`src/hdl/definitions.sv`:
```
package definitions;

    // basic widths
    typedef logic [31:0] instr_t;       // one RV32I instruction word
    typedef logic [4:0]  reg_name_t;    // register name, x0..x31
    typedef logic [6:0]  opcode_t;      // major opcode field, bits 6:0
    typedef logic [1:0]  credit_cnt_t;  // memory credits held by the port

    // RV32I major opcodes the control path cares about
    localparam opcode_t OP_LOAD   = 7'b0000011; // lb/lh/lw/lbu/lhu
    localparam opcode_t OP_STORE  = 7'b0100011; // sb/sh/sw
    localparam opcode_t OP_BRANCH = 7'b1100011; // beq/bne/blt/bge/...
    localparam opcode_t OP_JALR   = 7'b1100111; // jump to register
    localparam opcode_t OP_JAL    = 7'b1101111; // pc relative jump
    localparam opcode_t OP_OP     = 7'b0110011; // reg-reg alu
    localparam opcode_t OP_OPIMM  = 7'b0010011; // reg-imm alu
    localparam opcode_t OP_LUI    = 7'b0110111; // load upper immediate

    // one outstanding access by default
    localparam int MEM_CREDITS_DEFAULT = 1;

endpackage : definitions

```
`src/hdl/instr_decoder.sv`:
```
`timescale 1ns/100ps

module instr_decoder (
    input  logic                  clk,
    input  logic                  rstN,
    input  definitions::instr_t   instr_in,      // word from IF
    input  logic                  if_id_write,   // low holds the IF/ID register
    output definitions::reg_name_t rs1_id,
    output definitions::reg_name_t rs2_id,
    output definitions::reg_name_t rd_id,
    output logic                  branch_cu,     // conditional branch in ID
    output logic                  jump_reg_cu,   // jalr in ID
    output logic                  reg_write_id,
    output logic                  mem_read_id,
    output logic                  mem_write_id
);

    localparam definitions::instr_t NOP_INSTR = 32'h0000_0013; // addi x0, x0, 0

    definitions::instr_t  instr_q;  // IF/ID register
    definitions::opcode_t opcode;
    logic                 uses_rs1;
    logic                 uses_rs2;
    logic                 uses_rd;

    always_ff @(posedge clk) begin
        if (!rstN) begin
            instr_q <= NOP_INSTR;          // empty pipe looks like a nop
        end else if (if_id_write) begin
            instr_q <= instr_in;
        end
    end

    assign opcode = instr_q[6:0];

    always_comb begin
        uses_rs1     = 1'b0;
        uses_rs2     = 1'b0;
        uses_rd      = 1'b0;
        branch_cu    = 1'b0;
        jump_reg_cu  = 1'b0;
        mem_read_id  = 1'b0;
        mem_write_id = 1'b0;
        case (opcode)
            definitions::OP_OP: begin
                uses_rs1 = 1'b1;
                uses_rs2 = 1'b1;
                uses_rd  = 1'b1;
            end
            definitions::OP_OPIMM: begin
                uses_rs1 = 1'b1;
                uses_rd  = 1'b1;
            end
            definitions::OP_LOAD: begin
                uses_rs1    = 1'b1;
                uses_rd     = 1'b1;
                mem_read_id = 1'b1;
            end
            definitions::OP_STORE: begin
                uses_rs1     = 1'b1;
                uses_rs2     = 1'b1;     // store data
                mem_write_id = 1'b1;
            end
            definitions::OP_BRANCH: begin
                uses_rs1  = 1'b1;
                uses_rs2  = 1'b1;
                branch_cu = 1'b1;
            end
            definitions::OP_JALR: begin
                uses_rs1    = 1'b1;
                uses_rd     = 1'b1;      // link register
                jump_reg_cu = 1'b1;
            end
            definitions::OP_JAL, definitions::OP_LUI: begin
                uses_rd = 1'b1;          // no source registers
            end
            default: ;                   // unknown opcode decodes as a bubble
        endcase
    end

    // unused fields read as x0 so they never match a writer
    assign rs1_id       = uses_rs1 ? instr_q[19:15] : '0;
    assign rs2_id       = uses_rs2 ? instr_q[24:20] : '0;
    assign rd_id        = uses_rd ? instr_q[11:7] : '0;
    assign reg_write_id = uses_rd;

endmodule : instr_decoder

```
`src/hdl/id_ex_reg.sv`:
```
`timescale 1ns/100ps

module id_ex_reg (
    input  logic                   clk,
    input  logic                   rstN,
    input  logic                   id_ex_enable,   // low loads a bubble
    input  logic                   reg_write_id,
    input  logic                   mem_read_id,
    input  logic                   mem_write_id,
    input  definitions::reg_name_t rd_id,
    output definitions::reg_name_t rd_ex,
    output logic                   reg_write_ex,
    output logic                   id_ex_mem_read,
    output logic                   id_ex_mem_write
);

    always_ff @(posedge clk) begin
        if (!rstN) begin
            rd_ex           <= '0;    // start with a bubble in EX
            reg_write_ex    <= 1'b0;
            id_ex_mem_read  <= 1'b0;
            id_ex_mem_write <= 1'b0;
        end else if (id_ex_enable) begin
            rd_ex           <= rd_id; // advance ID into EX
            reg_write_ex    <= reg_write_id;
            id_ex_mem_read  <= mem_read_id;
            id_ex_mem_write <= mem_write_id;
        end else begin
            rd_ex           <= '0;    // stalled ID instr stays in ID only
            reg_write_ex    <= 1'b0;
            id_ex_mem_read  <= 1'b0;
            id_ex_mem_write <= 1'b0;
        end
    end

    // decoder gives one access kind per instr, bubbles give none
    a_one_mem_kind: assert property (
        @(posedge clk) disable iff (!rstN)
        !(id_ex_mem_read && id_ex_mem_write)
    ) else $error("load and store both flagged in EX");

endmodule : id_ex_reg

```
`src/hdl/data_mem_port.sv`:
```
`timescale 1ns/100ps

module data_mem_port #(
    parameter int MEM_CREDITS = 1           // accesses the memory can accept
) (
    input  logic                   clk,
    input  logic                   rstN,
    input  logic                   id_ex_mem_read,
    input  logic                   id_ex_mem_write,
    input  logic                   mem_credit_return, // one pulse per finished access
    input  definitions::reg_name_t rd_ex,
    output logic                   mem_req_valid,     // one cycle pulse per request
    output logic                   mem_req_write,     // 1 store, 0 load
    output logic                   mem_ready,         // low while an access is open
    output definitions::reg_name_t mem_req_rd         // destination tag
);

    logic                     mem_op_ex;     // load or store in EX
    logic                     capture;       // new access accepted this cycle
    logic                     issue;         // request goes out at this edge
    logic                     wait_q;        // accepted, waiting for a credit
    logic                     pend_write_q;  // held access kind
    definitions::reg_name_t   pend_rd_q;     // held destination tag
    definitions::credit_cnt_t credit_cnt;

    assign mem_op_ex = id_ex_mem_read | id_ex_mem_write;
    assign capture   = mem_op_ex & mem_ready;                  // one access at a time
    assign issue     = (capture | wait_q) & (credit_cnt != '0);

    always_ff @(posedge clk) begin
        if (capture) begin
            pend_write_q <= id_ex_mem_write;
            pend_rd_q    <= rd_ex;
        end
    end

    always_ff @(posedge clk) begin
        if (!rstN) begin
            wait_q        <= 1'b0;
            mem_ready     <= 1'b1;
            mem_req_valid <= 1'b0;
            mem_req_write <= 1'b0;
            mem_req_rd    <= '0;
            credit_cnt    <= definitions::credit_cnt_t'(MEM_CREDITS);
        end else begin
            mem_req_valid <= issue;
            mem_req_write <= issue & (capture ? id_ex_mem_write : pend_write_q);
            mem_req_rd    <= issue ? (capture ? rd_ex : pend_rd_q) : '0;
            wait_q        <= (capture | wait_q) & ~issue; // no credit yet so keep waiting
            if (capture) begin
                mem_ready <= 1'b0;
            end else if (mem_credit_return && !mem_ready && !wait_q) begin
                mem_ready <= 1'b1;                        // our access came back
            end
            case ({mem_credit_return, issue})
                2'b10:   credit_cnt <= credit_cnt + 1'b1;
                2'b01:   credit_cnt <= credit_cnt - 1'b1;
                default: credit_cnt <= credit_cnt;        // none or both cancel
            endcase
        end
    end

    a_credit_while_open: assert property (
        @(posedge clk) disable iff (!rstN)
        mem_credit_return |-> !mem_ready
    ) else $error("credit returned with no access open");

    a_credit_bound: assert property (
        @(posedge clk) disable iff (!rstN)
        credit_cnt <= definitions::credit_cnt_t'(MEM_CREDITS)
    ) else $error("more credits returned than issued");

endmodule : data_mem_port

```
`src/hdl/hazard_unit.sv`:
```
`timescale 1ns/100ps

module hazard_unit (
    input  logic                   clk,
    input  logic                   rstN,
    input  definitions::reg_name_t rs1_id,
    input  definitions::reg_name_t rs2_id,
    input  definitions::reg_name_t rd_ex,
    input  logic                   branch_cu,
    input  logic                   jump_reg_cu,
    input  logic                   id_ex_mem_read,
    input  logic                   id_ex_mem_write,
    input  logic                   mem_ready,
    input  logic                   reg_write_ex,
    output logic                   if_id_write,
    output logic                   pc_write,
    output logic                   id_ex_enable,
    output logic                   pc_stall,
    output logic                   branch_hu,
    output logic                   jump_reg_hu
);

    typedef enum logic [2:0] {
        MEM_IDLE        = 3'd0,  // no access open
        MEM_PRE_READ    = 3'd1,  // load left EX but port not yet busy
        MEM_READ        = 3'd2,  // load in flight
        MEM_PRE_WRITE   = 3'd3,  // store left EX but port not yet busy
        MEM_WRITE       = 3'd4   // store in flight
    } mem_state_t;

    mem_state_t mem_state, mem_state_nxt;
    logic       ex_writes_rd;    // EX instr writes a real register
    logic       mem_stall;
    logic       branch_stall;
    logic       jump_reg_stall;
    logic       stall;

    assign ex_writes_rd   = reg_write_ex && (rd_ex != '0);
    assign mem_stall      = (mem_state != MEM_IDLE) | id_ex_mem_read | id_ex_mem_write;
    assign branch_stall   = branch_cu & ex_writes_rd & ((rs1_id == rd_ex) | (rs2_id == rd_ex));
    assign jump_reg_stall = jump_reg_cu & ex_writes_rd & (rs1_id == rd_ex); // rs1 only
    assign stall          = mem_stall | branch_stall | jump_reg_stall;

    assign branch_hu    = branch_cu & ~branch_stall;     // take branch once operands are safe
    assign jump_reg_hu  = jump_reg_cu & ~jump_reg_stall;
    assign pc_stall     = stall;
    assign pc_write     = ~stall;
    assign if_id_write  = ~stall;                        // hold ID instr
    assign id_ex_enable = ~stall;                        // bubble into EX

    always_ff @(posedge clk) begin
        if (!rstN) begin
            mem_state <= MEM_IDLE;
        end else begin
            mem_state <= mem_state_nxt;
        end
    end

    always_comb begin
        mem_state_nxt = mem_state;
        case (mem_state)
            MEM_IDLE: begin
                if (id_ex_mem_read) begin
                    mem_state_nxt = MEM_PRE_READ;
                end else if (id_ex_mem_write) begin
                    mem_state_nxt = MEM_PRE_WRITE;
                end
            end
            MEM_PRE_READ: begin
                if (!mem_ready) mem_state_nxt = MEM_READ;      // port took the load
            end
            MEM_READ: begin
                if (mem_ready) mem_state_nxt = MEM_IDLE;       // data back
            end
            MEM_PRE_WRITE: begin
                if (!mem_ready) mem_state_nxt = MEM_WRITE;     // port took the store
            end
            MEM_WRITE: begin
                if (mem_ready) mem_state_nxt = MEM_IDLE;
            end
            default: mem_state_nxt = MEM_IDLE;                 // unused encodings
        endcase
    end

    a_hold_while_mem_open: assert property (
        @(posedge clk) disable iff (!rstN)
        !mem_ready |-> pc_stall
    ) else $error("pipeline advanced while a memory access was open");

endmodule : hazard_unit

```
`src/hdl/pipe_ctrl_top.sv`:
```
`timescale 1ns/100ps

module pipe_ctrl_top #(
    parameter int MEM_CREDITS = definitions::MEM_CREDITS_DEFAULT
) (
    input  logic                   clk,
    input  logic                   rstN,
    input  definitions::instr_t    instr_in,
    input  logic                   mem_credit_return,
    output logic                   pc_write,
    output logic                   pc_stall,
    output logic                   branch_hu,
    output logic                   jump_reg_hu,
    output logic                   mem_req_valid,
    output logic                   mem_req_write,
    output definitions::reg_name_t mem_req_rd
);

    definitions::reg_name_t rs1_id, rs2_id, rd_id;  // ID view
    definitions::reg_name_t rd_ex;                  // EX view
    logic branch_cu, jump_reg_cu;
    logic reg_write_id, mem_read_id, mem_write_id;
    logic reg_write_ex, id_ex_mem_read, id_ex_mem_write;
    logic if_id_write, id_ex_enable;
    logic mem_ready;

    instr_decoder i_instr_decoder (
        .clk, .rstN, .instr_in, .if_id_write,
        .rs1_id, .rs2_id, .rd_id,
        .branch_cu, .jump_reg_cu,
        .reg_write_id, .mem_read_id, .mem_write_id
    );

    id_ex_reg i_id_ex_reg (
        .clk, .rstN, .id_ex_enable,
        .reg_write_id, .mem_read_id, .mem_write_id, .rd_id,
        .rd_ex, .reg_write_ex, .id_ex_mem_read, .id_ex_mem_write
    );

    data_mem_port #(
        .MEM_CREDITS (MEM_CREDITS)
    ) i_data_mem_port (
        .clk, .rstN, .id_ex_mem_read, .id_ex_mem_write,
        .mem_credit_return, .rd_ex,
        .mem_req_valid, .mem_req_write, .mem_ready, .mem_req_rd
    );

    hazard_unit i_hazard_unit (
        .clk, .rstN, .rs1_id, .rs2_id, .rd_ex,
        .branch_cu, .jump_reg_cu, .id_ex_mem_read, .id_ex_mem_write,
        .mem_ready, .reg_write_ex,
        .if_id_write, .pc_write, .id_ex_enable, .pc_stall,
        .branch_hu, .jump_reg_hu
    );

endmodule : pipe_ctrl_top

```
`config.mk`:
```
export PLATFORM = sky130hd
export DESIGN_NAME = pipe_ctrl_top
export DESIGN_NICKNAME = d
export VERILOG_FILES = /design/src/hdl/definitions.sv /design/src/hdl/instr_decoder.sv /design/src/hdl/id_ex_reg.sv /design/src/hdl/data_mem_port.sv /design/src/hdl/hazard_unit.sv /design/src/hdl/pipe_ctrl_top.sv
export SDC_FILE = /design/constraint.sdc
export NUM_CORES = 1
export LEC_CHECK = 0
export BUFFER_PORTS_ARGS = -buffer_cell sky130_fd_sc_hd__buf_2
export CAP_MARGIN = 20
export CELL_PAD_IN_SITES_DETAIL_PLACEMENT = 1
export CELL_PAD_IN_SITES_GLOBAL_PLACEMENT = 2
export CORE_MARGIN = 2
export CORE_UTILIZATION = 30
export DETAILED_ROUTE_END_ITERATION = 10
export PLACE_DENSITY_LB_ADDON = 0.1
export SYNTH_ARGS = -nofsm -noshare
export SYNTH_HDL_FRONTEND = slang
export SYNTH_HIERARCHICAL = 1
export SYNTH_SLANG_ARGS = --single-unit
```
`constraint.sdc`:
```
create_clock -name clk -period 8.8 [get_ports clk]
set_clock_uncertainty 0.2 [all_clocks]
set_input_delay 1.76 -clock clk [delete_from_list [all_inputs] [get_ports clk]]
set_output_delay 1.76 -clock clk [all_outputs]
set_load 0.005 [all_outputs]
```
# == Word level (Yosys, flattened, before mapping) ==
# Cells that the tools add are included.
# classes
n_mux,20
n_eq_ne,20
reduce_logical,19
n_bitwise,23
addsub,2
# op_table
op,count
"equality test 7 x 6 -> 1 bit, second input constant",3
"equality test 7 bit, second input constant",3
two-way mux 3 bit,5
two-way mux 5 bit,3
one-hot mux 3 bit (4 select lines),1
OR reduction 6 bit,2
bitwise AND 1 bit,10
equality test 5 bit,2
two-way mux 1 bit,10
"equality test 7 x 2 -> 1 bit, second input constant",1
"equality test 7 x 5 -> 1 bit, second input constant",1
OR 1 bit,7
"equality test 3 x 2 -> 1 bit, second input constant",2
inverter 1 bit,6
nonzero test 2 bit,3
OR reduction 3 bit,2
nonzero test 5 bit,1
"!= test 2 bit, second input constant",2
one-hot mux 2 bit (2 select lines),1
AND reduction 4 bit,1
OR reduction 2 bit,2
"equality test 3 x 1 -> 1 bit, second input constant",1
"equality test 3 bit, second input constant",1
logical AND 1 bit,3
other kinds (10),11
# word_totals
input_bits,35
ff_bits,53
elab_cells,98
out_inout_bits,11

# == Logic depth before layout (Yosys ltp) ==
# logic_depth
ltp_word,10
depth_mapped,14
ltp_nobuf,10

# == Modules after synthesis ==
# Netlist, hierarchy kept.
# by_module_without_submodules
module,area_each_um2,seq_area_each_um2,cells_per_inst,n_inst
instr_decoder,1042.2,440.4,105,1
data_mem_port,566.8,340.3,51,1
hazard_unit,326.6,60.1,42,1
id_ex_reg,210.2,160.2,16,1

# == Worst setup path after synthesis ==
# OpenSTA, ideal clock, no wires.
# synth_path
kind,reg-to-output
startpoint,register i_instr_decoder.instr_q[6]
endpoint,output pc_write
t_required_ns,6.840
n_path_buf,2
path_stages_with_launch,11
setup_slack_ns,4.704
arrival_ns,2.136
path_cell_list,dfxtp_1 -> buf_4 -> or2_0 -> a21oi_1 -> and2_1 -> xor2_1 -> nor3_1 -> nand3_1 -> a21oi_1 -> a221oi_1 -> buf_4
# synth_between
elab_chain_len,10
word_cells_on_any_way,24
cone_classes,8 x eq/ne; 6 x mux; 8 x bitwise; 2 x reduce/logical
# synth_lines
item,line_no,rtl
from (decl),instr_decoder.sv:20,definitions::instr_t instr_q;
from (signal assigned),instr_decoder.sv:30,instr_q <= instr_in;
equality test 7 x 6 -> 1 bit (tied with other cells),instr_decoder.sv:44,case (opcode)
OR reduction 6 bit (no line) *,n/a,
two-way mux 1 bit *,instr_decoder.sv:44,
two-way mux 5 bit *,instr_decoder.sv:82,assign rs1_id = uses_rs1 ? instr_q[19:15] : '0;
named net rs1_id[3],pipe_ctrl_top.sv:19,"definitions::reg_name_t rs1_id, rs2_id, rd_id;"
equality test 5 bit *,"hazard_unit.sv:40, hazard_unit.sv:41",
OR 1 bit,hazard_unit.sv:40,assign branch_stall = branch_cu & ex_writes_rd & ((rs1_id == rd_ex) | (rs2_id == rd_ex));
bitwise AND 1 bit,hazard_unit.sv:40,
OR 1 bit,hazard_unit.sv:42,assign stall = mem_stall | branch_stall | jump_reg_stall;
OR 1 bit *,hazard_unit.sv:42,
inverter 1 bit *,hazard_unit.sv:47,assign pc_write = ~stall;
to (decl),pipe_ctrl_top.sv:10,"output logic pc_write,"
# The timed path passes the listed nets; every way through them passes the cells marked *.

# == Worst setup path after layout ==
# layout_path
startpoint,register i_instr_decoder.instr_q[6]
endpoint,output pc_stall
# layout_between
elab_chain_len,9
word_cells_on_any_way,23
cone_classes,8 x eq/ne; 6 x mux; 7 x bitwise; 2 x reduce/logical
# layout_lines
item,line_no,rtl
equality test 7 x 6 -> 1 bit (tied with other cells),instr_decoder.sv:44,
OR reduction 6 bit (no line) *,n/a,
two-way mux 1 bit *,instr_decoder.sv:44,
two-way mux 5 bit *,instr_decoder.sv:82,
named net rs1_id[3],pipe_ctrl_top.sv:19,
equality test 5 bit *,"hazard_unit.sv:40, hazard_unit.sv:41",
OR 1 bit,hazard_unit.sv:40,
bitwise AND 1 bit,hazard_unit.sv:40,
OR 1 bit,hazard_unit.sv:42,
OR 1 bit *,hazard_unit.sv:42,
to (decl),pipe_ctrl_top.sv:11,"output logic pc_stall,"
# Marked as above.

==> flow_metrics.py <==
metrics = {
    "outcome": {
        "status": "finished clean",
    },
    "route": {
        "routedWlPerCell_um": 12.48,
        "via_per_inst": 4.461,
        "drtAntennaViolNets": 0,
        "drc_errors": 0,
        "drt_first_pass_iters": 4,
        "drtIter0Drc": 28,
        "num_vias": 1539,
        "drt_wl_total_um": 4306,
    },
    "global_routing": {
        "grt_max_degree": 37,
        "antenna_found_initial": 0,
        "grt_usage_pct": 12.64,
        "grt_pass1_vias": 1590,
        "grt_pass1_wl_um": 7555,
        "grt-ovfl-total": 0,
    },
    "place": {
        "gp_congestion": 0.6778,
        "hpwl_um": 3119,
        "io_buffers": 35,
        "dp_cells": 337,
    },
    "die": {
        "die_h_um": 88.58,
        "io-pin-count": 46,
        "core_area_sq_um": 6869,
        "num_rows": 30,
        "fp.dieW_um": 88.58,
        "die_area_sq_um": 7846,
        "initial_core_util_pct": 31.24,
    },
    "clock_tree": {
        "ctsHoldBuffers": 0,
        "clkTransAtPathRegs_ns": 0.09,
        "cts_sinks": 50,
        "cts_buffers": 5,
        "cts_setup_buffers": 0,
        "ctsRootBufferMaster": "clkbuf_8",
        "clk_latency_ns": 0.31,
        "cts_tree": "built",
        "h-tree-depth": 2,
        "clk_path_buf_depth": 2,
        "cts_resized": 0,
    },
    "setup_path": {
        "reg2reg_slack_ns": 5.81,
        "cp-endpoint": "pc_stall",
        "worstSetupPathType": "flip-flop to output pin",
        "r2r-end": "i_instr_decoder/instr_q[0]$_SDFFE_PN1P_",
        "crit_start": "i_instr_decoder/instr_q[6]$_SDFFE_PN0P_",
        "crit_path_start_kind": "flip-flop",
        "r2r_cells": 11,
        "r2r_start": "i_instr_decoder/instr_q[6]$_SDFFE_PN0P_",
        "worstPathArrival_ns": 2.52,
        "path_max_fanout": 9,
        "end_kind": "output pin",
        "worstPathRequired_ns": 6.84,
    },
    "sta": {
        "drv_slew": 0,
        "tightest_slew_ns": 0.6908,
        "period_share_pct": 50.96,
        "maxSlewHeadroom_pct": 53.53,
        "fmax_ghz": 0.2230,
        "finalSetupViolCount": 0,
        "period_needed_ns": 4.485,
        "rsz0062_at_grt": "no",
        "fin_setup_tns_ns": 0,
        "hold_violations": 0,
    },
    "flow_run": {
        "maxCapViolations": 0,
    },
    "power_and_ir_drop": {
        "power_frac_clock_pct": 32.0,
        "seq_power_share_pct": 55.4,
        "sw_frac_of_total_pct": 26.11,
        "p_leak_nw": 1.226,
        "p_switching_mw": 0.1180,
        "power_mw": 0.4518,
        "ir_drop_uv": 71.90,
        "power_frac_comb_pct": 12.7,
        "pwr_density_cell_nw_per_um2": 180.0,
        "internal_power_mw": 0.3338,
    },
    "logic_synthesis": {
        "ys_warn_count": 6,
        "synth-seq-area-share_pct": 46.65,
        "syn_nets": 250,
        "syn-instance-count": 214,
        "ys_types": 41,
        "syn_area_per_cell_sq_um": 10.03,
        "syn-cell-area_sq_um": 2146,
        "ys_ff_latch": 50,
    },
    "final_layout": {
        "nets": 284,
        "area_growth_pct": 16.97,
        "drive_gt1_share_pct": 22.89,
        "diodes": 0,
        "instances_no_fill": 345,
    },
    "min_path": {
        "hp-start": "i_data_mem_port/pend_rd_q[1]$_DFF_P_",
        "hp-class": "flip-flop to flip-flop",
    },
}
[worst min-delay path by stage]
stage / to / cells after the start / slack [ns]
5_1_grt: i_data_mem_port/pend_rd_q[0]$_DFF_P_ / 1 / 0.30
3_3_place_gp: i_data_mem_port/pend_write_q$_DFF_P_ / 2 / 0.24
6_report: i_data_mem_port/pend_rd_q[1]$_DFF_P_ / 1 / 0.28
3_5_place_dp: i_data_mem_port/pend_write_q$_DFF_P_ / 2 / 0.26
4_1_cts: i_data_mem_port/pend_write_q$_DFF_P_ / 2 / 0.28
2_1_floorplan: i_data_mem_port/pend_write_q$_DFF_P_ / 2 / 0.23
[power by group through the flow]
stage                     Sequential [mW]  Clock, mW  Combinational [mW]
after floorplan                     0.252          0              0.0455
after global placement              0.256          0              0.0576
after detailed placement            0.256          0              0.0586
after CTS                           0.251      0.154              0.0588
after global routing                0.253      0.164              0.0660
final                               0.250      0.144              0.0572
[final cells by class]
| cell class | count | area (sq um) |
|---|---|---|
| Timing Repair Buffer | 36 | 182.7 |
| Clock inverter | 2 | 16.27 |
| Clock buffer | 6 | 82.58 |
| Tap cell | 96 | 120.1 |
| Inverter | 6 | 22.52 |
| Multi-Input combinational cell | 149 | 1085 |
| Sequential cell | 50 | 1001 |
| Fill cell | 811 | 4359 |
[Yosys cell counts]
library cell | instances | share of area [%]
a2111oi_0 | 1 | 0.41
a211o_1 | 1 | 0.41
a211oi_2 | 1 | 0.58
a21boi_0 | 1 | 0.35
a21boi_1 | 5 | 1.7
a21oi_1 | 6 | 1.4
a221o_1 | 1 | 0.47
a221oi_1 | 2 | 0.82
and2_1 | 10 | 2.9
and3_1 | 8 | 2.3
buf_2 | 2 | 0.47
buf_4 | 5 | 1.7
clkbuf_1 | 2 | 0.35
dfxtp_1 | 50 | 47
ha_1 | 1 | 0.58
inv_1 | 6 | 1.0
mux2_2 | 5 | 2.6
mux2i_1 | 22 | 10
nand2_1 | 12 | 2.1
nand2b_1 | 2 | 0.58
nand3_1 | 2 | 0.47
nand3b_1 | 1 | 0.35
nand3b_2 | 1 | 0.52
nand4b_1 | 1 | 0.41
nor2_1 | 8 | 1.4
nor2_2 | 1 | 0.29
nor2b_1 | 26 | 7.6
nor3_1 | 4 | 0.93
nor4_1 | 3 | 0.87
nor4b_1 | 1 | 0.41
o21a_1 | 1 | 0.35
o21ai_0 | 2 | 0.47
o21ai_2 | 1 | 0.41
o221ai_2 | 1 | 0.70
or2_0 | 1 | 0.29
or2_1 | 1 | 0.29
or2_2 | 1 | 0.29
or3_1 | 1 | 0.29
or4_4 | 1 | 0.52
xnor2_1 | 5 | 2.0
xor2_1 | 8 | 3.3
[sequential cells by signal, indices dropped and copies added, names as in the netlist, 2 cells and up]
register,count
i_data_mem_port/credit_cnt,2
i_data_mem_port/mem_req_rd,5
i_hazard_unit/mem_state,3
i_data_mem_port/pend_rd_q,5
i_instr_decoder/instr_q,22
i_id_ex_reg/rd_ex,5
[worst max-delay path, cell delays in order (launching register included)]
cell and delay, ns:
dfxtp_1 0.41, or2_0 0.24, a21oi_1 0.29, and2_1 0.20
xor2_1 0.07, nor3_1 0.18, nand3_1 0.14, a21oi_1 0.36
a221o_1 0.22, buf_2 0.11
[stage by stage]
step | area [sq um] | worst slack, ns | utilization, % | hold slack [ns]
after global placement | 2411 | 4.598 | 35.10 | 0.2399
after global routing | 2510 | 3.996 | 36.54 | 0.3042
after floorplan | 2146 | 4.704 | - | 0.2271
final | 2510 | 4.315 | 36.54 | 0.2777
after CTS | 2510 | 4.242 | 36.54 | 0.2848
after detailed placement | 2411 | 4.600 | 35.10 | 0.2606
[metal layers]
metal	vias to the layer above	track usage [%]	wire (um)
met2	25	20.44	2058
met3	6	3.825	182
met4	0	4.545	72
met1	713	15.98	1993
met5	-	0	0
li1	795	-	-
[kinds of logic after synthesis]
family | synth area share, %
DFF | 46.65
adders and majority gates | 0.5830
AOI/OAI and AO/OA | 8.106
muxes | 12.89
buffers and inverters | 3.615
and+or+nand+nor | 22.86
xor gates and xnor gates | 5.306
[placed cells by master (no fill, tap or decap), types with 2 or more instances in the layout]
cell type	n
dfxtp_1	50
buf_2	35
nor2b_1	26
mux2i_1	22
nand2_1	12
and2_1	10
nor2_1	8
xor2_1	8
and3_1	8
clkbuf_8	6
inv_1	6
a21oi_1	6
mux2_2	5
xnor2_1	5
a21boi_1	5
nor3_1	4
nor4_1	3
nand2b_1	2
o21ai_0	2
nand3_1	2
Power figures use the tool's default switching activity.
